==> config.mk <==
export PLATFORM = sky130hd
export DESIGN_NAME = tmr_ctrl_top
export DESIGN_NICKNAME = d
export VERILOG_FILES = /design/src/hw/tmr_pkg.sv /design/src/hw/tmr_wb_regs.sv /design/src/hw/tmr_voter.sv /design/src/hw/tmr_mode_fsm.sv /design/src/hw/tmr_ctrl_top.sv
export SDC_FILE = /design/constraint.sdc
export NUM_CORES = 1
export LEC_CHECK = 0
export ABC_AREA = 0
export CORE_AREA = 2 2 165 167
export CTS_CLUSTER_DIAMETER = 50
export DETAILED_ROUTE_END_ITERATION = 10
export DIE_AREA = 0 0 167 169
export DONT_BUFFER_PORTS = 1
export GPL_TIMING_DRIVEN = 0
export SLEW_MARGIN = 15
export SYNTH_ARGS = -nofsm -noshare
export SYNTH_HDL_FRONTEND = slang
export SYNTH_SLANG_ARGS = --single-unit
export TNS_END_PERCENT = 20
==> constraint.sdc <==
create_clock -name clk_i -period 3 [get_ports clk_i]
set_input_delay 0.3 -clock clk_i [delete_from_list [all_inputs] [get_ports clk_i]]
set_output_delay 0.3 -clock clk_i [all_outputs]
set_load 0.01 [all_outputs]
==> src/hw/tmr_pkg.sv <==
//--------------------------------------------------------------------------
// Shared widths, register map, mode enum and bus/config/vote structs
// for the TMR controller
//--------------------------------------------------------------------------
`default_nettype none

package tmr_pkg;

  localparam int unsigned DataWidth  = 32;
  localparam int unsigned CoreNum    = 3;
  localparam int unsigned CntWidth   = 16;
  localparam int unsigned WbAdrWidth = 8;
  localparam int unsigned WbDatWidth = 32;
  localparam int unsigned WbSelWidth = 4;

  typedef logic [DataWidth-1:0]  data_t;
  typedef logic [CoreNum-1:0]    core_vec_t;
  typedef logic [CntWidth-1:0]   cnt_t;
  typedef logic [WbAdrWidth-1:0] wb_adr_t;
  typedef logic [WbDatWidth-1:0] wb_dat_t;
  typedef logic [WbSelWidth-1:0] wb_sel_t;

  // Register byte addresses
  localparam wb_adr_t AdrCtrl   = 8'h00;
  localparam wb_adr_t AdrStatus = 8'h04;
  localparam wb_adr_t AdrCnt0   = 8'h08;
  localparam wb_adr_t AdrCnt1   = 8'h0C;
  localparam wb_adr_t AdrCnt2   = 8'h10;

  // Bit positions inside CTRL
  localparam int unsigned CtrlEnableBit        = 0;
  localparam int unsigned CtrlSetbackBit       = 1;
  localparam int unsigned CtrlReloadSetbackBit = 2;
  localparam int unsigned CtrlRapidBit         = 3;
  localparam int unsigned CtrlForceBit         = 4;

  typedef enum logic [2:0] {
    NON_TMR,
    TMR_RUN,
    TMR_UNLOAD,
    TMR_RELOAD,
    TMR_RAPID
  } tmr_mode_e;

  localparam tmr_mode_e ModeReset = NON_TMR;

  typedef struct packed {
    logic    cyc;
    logic    stb;
    logic    we;
    wb_adr_t adr;
    wb_dat_t dat;
    wb_sel_t sel;
  } wb_req_t;

  typedef struct packed {
    logic    ack;
    wb_dat_t dat;
  } wb_rsp_t;

  typedef struct packed {
    logic enable;
    logic setback;
    logic reload_setback;
    logic rapid_recovery;
    logic force_resynch;
  } tmr_cfg_t;

  typedef struct packed {
    data_t     voted;
    core_vec_t error;
    logic      single_mismatch;
    logic      failure;
  } vote_t;

endpackage

`default_nettype wire

==> src/hw/tmr_wb_regs.sv <==
//--------------------------------------------------------------------------
// Wishbone classic slave: CTRL, STATUS and per-core saturating
// mismatch counters
//--------------------------------------------------------------------------
`timescale 1ns/1ps
`default_nettype none

module tmr_wb_regs (
  input  logic               clk_i,
  input  logic               rst_ni,
  input  tmr_pkg::wb_req_t   wb_req_i,
  output tmr_pkg::wb_rsp_t   wb_rsp_o,
  output tmr_pkg::tmr_cfg_t  cfg_o,
  input  tmr_pkg::tmr_mode_e mode_i,
  input  logic               force_clr_i,
  input  tmr_pkg::core_vec_t incr_i
);

  logic               req_valid;
  logic               wr_en;
  logic               ack_q;
  tmr_pkg::wb_dat_t   rdata_d;
  tmr_pkg::wb_dat_t   rdata_q;
  tmr_pkg::wb_dat_t   ctrl_rd;
  tmr_pkg::tmr_cfg_t  ctrl_q;
  tmr_pkg::core_vec_t cnt_clr;
  tmr_pkg::cnt_t      cnt_q [tmr_pkg::CoreNum];

  // New access only while ack is low, so each access is acked exactly once
  assign req_valid = wb_req_i.cyc & wb_req_i.stb & ~ack_q;
  // Only the low byte lane carries register bits
  assign wr_en     = req_valid & wb_req_i.we & wb_req_i.sel[0];

  always_ff @(posedge clk_i or negedge rst_ni) begin
    if (!rst_ni) begin
      ack_q <= 1'b0;
    end else begin
      ack_q <= req_valid;
    end
  end

  // CTRL image as seen on the bus
  always_comb begin
    ctrl_rd = '0;
    ctrl_rd[tmr_pkg::CtrlEnableBit]        = ctrl_q.enable;
    ctrl_rd[tmr_pkg::CtrlSetbackBit]       = ctrl_q.setback;
    ctrl_rd[tmr_pkg::CtrlReloadSetbackBit] = ctrl_q.reload_setback;
    ctrl_rd[tmr_pkg::CtrlRapidBit]         = ctrl_q.rapid_recovery;
    ctrl_rd[tmr_pkg::CtrlForceBit]         = ctrl_q.force_resynch;
  end

  always_ff @(posedge clk_i or negedge rst_ni) begin
    if (!rst_ni) begin
      ctrl_q <= '0;
    end else begin
      // FSM consumes the force request
      if (force_clr_i) begin
        ctrl_q.force_resynch <= 1'b0;
      end
      if (wr_en && wb_req_i.adr == tmr_pkg::AdrCtrl) begin
        ctrl_q.enable         <= wb_req_i.dat[tmr_pkg::CtrlEnableBit];
        ctrl_q.setback        <= wb_req_i.dat[tmr_pkg::CtrlSetbackBit];
        ctrl_q.reload_setback <= wb_req_i.dat[tmr_pkg::CtrlReloadSetbackBit];
        ctrl_q.rapid_recovery <= wb_req_i.dat[tmr_pkg::CtrlRapidBit];
        ctrl_q.force_resynch  <= wb_req_i.dat[tmr_pkg::CtrlForceBit];
      end
    end
  end

  assign cfg_o = ctrl_q;

  // Any write to a counter address clears that counter
  always_comb begin
    cnt_clr = '0;
    if (wr_en) begin
      case (wb_req_i.adr)
        tmr_pkg::AdrCnt0: cnt_clr[0] = 1'b1;
        tmr_pkg::AdrCnt1: cnt_clr[1] = 1'b1;
        tmr_pkg::AdrCnt2: cnt_clr[2] = 1'b1;
        default:          cnt_clr    = '0;
      endcase
    end
  end

  always_ff @(posedge clk_i or negedge rst_ni) begin
    if (!rst_ni) begin
      for (int i = 0; i < tmr_pkg::CoreNum; i++) begin
        cnt_q[i] <= '0;
      end
    end else begin
      for (int i = 0; i < tmr_pkg::CoreNum; i++) begin
        if (cnt_clr[i]) begin
          cnt_q[i] <= '0;
        end else if (incr_i[i] && cnt_q[i] != '1) begin
          // Saturate at all ones
          cnt_q[i] <= cnt_q[i] + tmr_pkg::cnt_t'(1);
        end
      end
    end
  end

  // Read mux, unmapped addresses return zero
  always_comb begin
    case (wb_req_i.adr)
      tmr_pkg::AdrCtrl:   rdata_d = ctrl_rd;
      tmr_pkg::AdrStatus: rdata_d = tmr_pkg::wb_dat_t'(mode_i);
      tmr_pkg::AdrCnt0:   rdata_d = tmr_pkg::wb_dat_t'(cnt_q[0]);
      tmr_pkg::AdrCnt1:   rdata_d = tmr_pkg::wb_dat_t'(cnt_q[1]);
      tmr_pkg::AdrCnt2:   rdata_d = tmr_pkg::wb_dat_t'(cnt_q[2]);
      default:            rdata_d = '0;
    endcase
  end

  // Read data is captured together with ack
  always_ff @(posedge clk_i) begin
    if (req_valid) begin
      rdata_q <= rdata_d;
    end
  end

  assign wb_rsp_o.ack = ack_q;
  assign wb_rsp_o.dat = rdata_q;

endmodule

`default_nettype wire

==> src/hw/tmr_voter.sv <==
//--------------------------------------------------------------------------
// Bitwise two-of-three majority voter with error vector,
// single-mismatch and failure flags
//--------------------------------------------------------------------------
`timescale 1ns/1ps
`default_nettype none

module tmr_voter (
  input  tmr_pkg::data_t core0_i,
  input  tmr_pkg::data_t core1_i,
  input  tmr_pkg::data_t core2_i,
  output tmr_pkg::vote_t vote_o
);

  tmr_pkg::data_t     voted;
  tmr_pkg::core_vec_t error;
  logic               diff01;
  logic               diff12;
  logic               diff02;

  // Each bit takes the value held by at least two replicas
  assign voted = (core0_i & core1_i) |
                 (core0_i & core2_i) |
                 (core1_i & core2_i);

  // A replica is wrong when it disagrees with the majority anywhere
  assign error[0] = (core0_i != voted);
  assign error[1] = (core1_i != voted);
  assign error[2] = (core2_i != voted);

  assign diff01 = (core0_i != core1_i);
  assign diff12 = (core1_i != core2_i);
  assign diff02 = (core0_i != core2_i);

  assign vote_o.voted = voted;
  assign vote_o.error = error;

  // Exactly one replica off
  assign vote_o.single_mismatch = (error == 3'b001) ||
                                  (error == 3'b010) ||
                                  (error == 3'b100);

  // No two replicas agree, the voted word cannot be trusted
  assign vote_o.failure = diff01 & diff12 & diff02;

endmodule

`default_nettype wire

==> src/hw/tmr_mode_fsm.sv <==
//--------------------------------------------------------------------------
// Redundancy-mode FSM: recovery requests, setbacks and counter increments
//--------------------------------------------------------------------------
`timescale 1ns/1ps
`default_nettype none

module tmr_mode_fsm (
  input  logic               clk_i,
  input  logic               rst_ni,
  input  tmr_pkg::tmr_cfg_t  cfg_i,
  input  tmr_pkg::vote_t     vote_i,
  input  logic               fetch_en_i,
  input  logic               unload_done_i,
  input  logic               reload_done_i,
  input  logic               cores_synch_i,
  input  logic               recovery_done_i,
  output tmr_pkg::tmr_mode_e mode_o,
  output logic               force_clr_o,
  output tmr_pkg::core_vec_t incr_o,
  output tmr_pkg::core_vec_t setback_o,
  output logic               resynch_req_o,
  output logic               synch_req_o,
  output logic               recovery_req_o,
  output logic               grp_independent_o,
  output logic               rapid_en_o
);

  tmr_pkg::tmr_mode_e mode_d;
  tmr_pkg::tmr_mode_e mode_q;
  tmr_pkg::tmr_mode_e recover_mode;
  logic               any_mismatch;

  // Where a detected error sends the group
  assign recover_mode = cfg_i.rapid_recovery ? tmr_pkg::TMR_RAPID : tmr_pkg::TMR_UNLOAD;
  assign any_mismatch = vote_i.single_mismatch | vote_i.failure;

  always_comb begin
    mode_d         = mode_q;
    force_clr_o    = 1'b0;
    incr_o         = '0;
    setback_o      = '0;
    resynch_req_o  = 1'b0;
    synch_req_o    = 1'b0;
    recovery_req_o = 1'b0;

    case (mode_q)
      tmr_pkg::TMR_RUN: begin
        // Software-requested resync, consumed right away
        if (cfg_i.force_resynch) begin
          force_clr_o = 1'b1;
          mode_d      = recover_mode;
        end
        if (vote_i.single_mismatch) begin
          incr_o = vote_i.error;
          mode_d = recover_mode;
        end
      end

      tmr_pkg::TMR_UNLOAD: begin
        resynch_req_o = 1'b1;
        if (unload_done_i) begin
          mode_d = tmr_pkg::TMR_RELOAD;
          if (cfg_i.setback) begin
            setback_o = 3'b111;
          end
        end
      end

      tmr_pkg::TMR_RELOAD: begin
        if (reload_done_i) begin
          mode_d = tmr_pkg::TMR_RUN;
        end else if (any_mismatch && cfg_i.setback && cfg_i.reload_setback) begin
          // Fault during reload, restart all three cores
          setback_o = 3'b111;
        end
      end

      tmr_pkg::TMR_RAPID: begin
        recovery_req_o = 1'b1;
        if (recovery_done_i) begin
          mode_d = tmr_pkg::TMR_RUN;
        end
      end

      tmr_pkg::NON_TMR: begin
        mode_d = tmr_pkg::NON_TMR;
      end

      default: begin
        mode_d = tmr_pkg::ModeReset;
      end
    endcase

    // Until the cores fetch, the mode simply tracks the enable bit
    if (!fetch_en_i) begin
      mode_d = cfg_i.enable ? tmr_pkg::TMR_RUN : tmr_pkg::NON_TMR;
    end

    // Leaving TMR is allowed at any time from the run state
    if (mode_q == tmr_pkg::TMR_RUN && !cfg_i.enable) begin
      mode_d = tmr_pkg::NON_TMR;
      if (cfg_i.setback) begin
        setback_o = 3'b110;
      end
    end

    // Entering TMR needs the cores brought into step first
    if (mode_q == tmr_pkg::NON_TMR && cfg_i.enable) begin
      synch_req_o = 1'b1;
      if (cores_synch_i) begin
        mode_d = tmr_pkg::TMR_RELOAD;
        if (cfg_i.setback) begin
          setback_o = 3'b111;
        end
      end
    end
  end

  always_ff @(posedge clk_i or negedge rst_ni) begin
    if (!rst_ni) begin
      mode_q <= tmr_pkg::ModeReset;
    end else begin
      mode_q <= mode_d;
    end
  end

  assign mode_o            = mode_q;
  assign grp_independent_o = (mode_q == tmr_pkg::NON_TMR);
  assign rapid_en_o        = cfg_i.rapid_recovery;

endmodule

`default_nettype wire

==> src/hw/tmr_ctrl_top.sv <==
//--------------------------------------------------------------------------
// TMR controller top: register file, majority voter and mode FSM
//--------------------------------------------------------------------------
`timescale 1ns/1ps
`default_nettype none

module tmr_ctrl_top (
  input  logic               clk_i,
  input  logic               rst_ni,
  // Wishbone slave
  input  tmr_pkg::wb_req_t   wb_req_i,
  output tmr_pkg::wb_rsp_t   wb_rsp_o,
  // Core results
  input  tmr_pkg::data_t     core0_i,
  input  tmr_pkg::data_t     core1_i,
  input  tmr_pkg::data_t     core2_i,
  output tmr_pkg::data_t     voted_o,
  // Recovery handshakes
  input  logic               fetch_en_i,
  input  logic               unload_done_i,
  input  logic               reload_done_i,
  input  logic               cores_synch_i,
  input  logic               recovery_done_i,
  output tmr_pkg::core_vec_t setback_o,
  output logic               resynch_req_o,
  output logic               synch_req_o,
  output logic               recovery_req_o,
  output logic               grp_independent_o,
  output logic               rapid_en_o
);

  tmr_pkg::tmr_cfg_t  cfg;
  tmr_pkg::tmr_mode_e mode;
  tmr_pkg::core_vec_t incr;
  tmr_pkg::vote_t     vote;
  logic               force_clr;

  tmr_wb_regs u_regs (
    .clk_i       (clk_i),
    .rst_ni      (rst_ni),
    .wb_req_i    (wb_req_i),
    .wb_rsp_o    (wb_rsp_o),
    .cfg_o       (cfg),
    .mode_i      (mode),
    .force_clr_i (force_clr),
    .incr_i      (incr)
  );

  tmr_voter u_voter (
    .core0_i (core0_i),
    .core1_i (core1_i),
    .core2_i (core2_i),
    .vote_o  (vote)
  );

  assign voted_o = vote.voted;

  tmr_mode_fsm u_fsm (
    .clk_i             (clk_i),
    .rst_ni            (rst_ni),
    .cfg_i             (cfg),
    .vote_i            (vote),
    .fetch_en_i        (fetch_en_i),
    .unload_done_i     (unload_done_i),
    .reload_done_i     (reload_done_i),
    .cores_synch_i     (cores_synch_i),
    .recovery_done_i   (recovery_done_i),
    .mode_o            (mode),
    .force_clr_o       (force_clr),
    .incr_o            (incr),
    .setback_o         (setback_o),
    .resynch_req_o     (resynch_req_o),
    .synch_req_o       (synch_req_o),
    .recovery_req_o    (recovery_req_o),
    .grp_independent_o (grp_independent_o),
    .rapid_en_o        (rapid_en_o)
  );

endmodule

`default_nettype wire

==> results by group <==
Clock tree
  – TritonCTS sink count: 73
  – Clock-pin slew on the worst setup and hold paths: 60 ps
  – CTS buffer count: 9
  – H-tree depth: 3
  – CTS root buffer: clkbuf_16
  – Longest Clk Path Bufs: 2
  – Clock Latency Late Sink: 340 ps
  – CTS tree: done

Global route
  – Vias in the first global route: 7157
  – GRT overflow: 0
  – Largest net degree at the start of global routing: 58
  – Global-route usage over all layers: 0.184
  – Initial antenna violation count: 0
  – First-pass GRT wire length: 41.1 mm

Power
  – Peak supply drop: 0.295 mV
  – Power density over the cells: 304 nW/um2
  – Leak pwr: 3.34 nW

Hold path
  – Hold Path Class: in -> reg
  – HP Start: wb_req_i[8]

Layout
  – Highest-count cells in the layout ignoring fill and taps: 98 x ha_1, 96 x o31a_1, 93 x nor4_1, 57 x dfrtp_1, 50 x nand2_1
  – Area growth from synthesis to layout: 14.4%
  – Layout cells sized above 1: 0.118
  – Antenna cells: 0
  – Non-Filler Instances: 1265
  – Design Area, Final: 9000 um2
  – Commonest non-fill, non-tap cell in the layout: ha_1
  – Layout Nets: 1168

Run
  – Total of max-cap violations: 0

Setup path
  – CP Max Fanout: 10
  – Crit Path Class: in -> reg
  – Crit. End Element: flop
  – R2r endpoint: u_regs.cnt_q[40]
  – CP arrival: 3200 ps
  – Critical path, cell by cell: ha_1 > nor4_2 > o22ai_1 > nor4_4 > nand4_4 > or4b_4 > buf_6 > or4_1 > a21oi_1
  – Crit path to: u_regs.cnt_q[29]
  – Highest-delay cell along the critical path: or4b_4
  – Critical Path RT: 3260 ps
  – R2R setup slack: 220 ps
  – CP startpoint: core0_i[10]
  – R2R depth: 7
  – Slowest cell delay on critical path: 620 ps
  – CP Launch Type: input pin
  – Critical R2R Launch: u_regs.ack_q

Floorplanning
  – Die Height: 169 um
  – FP Rows: 60
  – Die X-Extent: 167 um
  – I/O Pins: 223
  – Die area: 28200 um2
  – Core box area: 26500 um2
  – Initial cell density of the core: 0.297

Synth
  – Post-synth EDFFs: 16
  – Async S/R FF share, synth: 0.781
  – Synth Register Bits: 73
  – Syn Area/Cell: 8.87 um2
  – Primary FF master, synth: dfrtp_1
  – Sequential fraction of the synthesis area: 0.242
  – Synthesized cell area: 7870 um2
  – Cell count after synthesis: 887
  – Yosys Warn Count: 0
  – Post-synthesis cell type count: 53

Timing
  – Setup repair after global routing missed its margin: yes
  – Slew of the pin with the lowest slew margin: 803 ps
  – Final worst slack: 63.1 ps
  – Slew HR: 0.460
  – Final Hold Viols: 0
  – Final setup vio count: 0
  – Fin. max-slew vios: 0
  – Clock Skews: 5.99 ps
  – Max Freq: 340 MHz
  – Minimum clock period: 2940 ps
  – Period utilization: 0.979

Placed design
  – DP Area: 8370 um2
  – Final HPWL DP: 21.5 mm
  – Final weighted congestion in routability-driven placement: 0.921
  – Dpl cells: 1244
  – Port Buffers: 0
  – Dpl ws: -545 ps

Routing
  – WL per Instance: 21.7 um
  – Total length of routed wires: 27.4 mm
  – Initial DRC count: 707
  – Vias: 7936
  – Pre-antenna DRT Iters: 6
  – Via/cell ratio: 6.27
  – Antenna Nets Post-Route: 0
  – DRC violation count after routing: 0

Run status
  – Outcome: complete, no violations
[per-layer routing]
metal,track usage,wire length (um),up-vias
met4,0.0427,523,0
li1,-,-,3761
met5,0,0,-
met3,0.0419,2090,41
met1,0.253,12100,3846
met2,0.293,12700,288
[cells in the mapped netlist (15+ instances only)]
cell        n  area share
o31a_1     96        0.11
nor4_1    125       0.099
ha_1       99        0.16
nand4_1    21       0.017
o22ai_1    51       0.041
or4_1      22       0.021
buf_4      18       0.017
a21oi_1    36       0.023
o21ai_0    26       0.017
nor2_1     31       0.015
mux2i_1    20       0.025
dfrtp_1    57        0.18
nand2_1    50       0.024
nand3_1    17       0.011
clkbuf_1   22       0.010
or3_1      42       0.033
o31ai_1    15       0.014
edfxtp_1   16       0.061
[flip-flops by register name (all words and copies together), names as in the netlist]
signal          cells
u_regs.cfg_o        5
u_regs.cnt_q       48
u_fsm.mode_o        3
u_regs.rdata_q     16
u_regs.ack_q        1
[report_power, final]
part | leakage, nW | switching (mW) | total (mW) | internal, mW
logic | 2.29 | 0.414 | 0.720 | 0.306
registers | 0.931 | 0.00875 | 1.03 | 1.02
clock network | 0.122 | 0.436 | 0.990 | 0.554
[worst max-delay path: cells and delay by family]
family,cells,cell delay [ps]
buf+inv,1,160
fa+ha+maj,1,260
compound gates,2,350
simple gates,5,2120
[final cells by class]
| class | instances | area (um2) |
|---|---|---|
| multi-input combinational | 773 | 6030 |
| clock buffer | 10 | 229 |
| tap | 341 | 427 |
| timing repair buffer | 7 | 78.8 |
| buffer | 43 | 248 |
| clock inverter | 6 | 36.3 |
| inverter | 12 | 45.0 |
| sequential | 73 | 1910 |
| fill | 2749 | 17500 |
[worst min-delay path by stage]
stage	to	slack [ps]	depth (start not counted)
finish	u_regs.cfg_o[0]	80	2
global route	u_regs.cfg_o[0]	90	2
CTS	u_regs.cfg_o[0]	80	2
detailed placement	u_regs.ack_q	7	0
global placement	u_regs.ack_q	7	0
floorplan	u_fsm.mode_o[0]	4	0
[metrics by stage]
step	util	hold slack, ps	power [mW]	setup TNS [ps]
2_1_floorplan	-	4.41	1.53	0
3_3_place_gp	0.315	7.46	1.68	-24440
3_5_place_dp	0.316	7.02	1.69	-21690
4_1_cts	0.329	79.6	2.70	0
5_1_grt	0.340	86.1	2.85	-258
6_report	0.340	78.5	2.74	0
[timing repair]
action | in CTS | in global routing
endpoints found under the hold margin | 57 | 0
pin swaps | 0 | 10
buffers inserted | 3 | 1
hold buffers | 2 | 0
endpoints found under the setup margin | 45 | 24
resized for setup | 9 | 45
[cell families (layout without fill, tap and decap cells)]
group           Yosys count  in the layout  share of synthesized area
compound gates          250            250                      0.228
xor+xnor                  5              5                    0.00557
fa+ha+maj                99             99                      0.157
buf+inv                  56             78                     0.0366
flops                    73             73                      0.242
mux                      30             30                     0.0398
other cells               1             16                   0.000477
simple gates            373            373                      0.290
No activity file was read; power rests on OpenSTA's default activity.
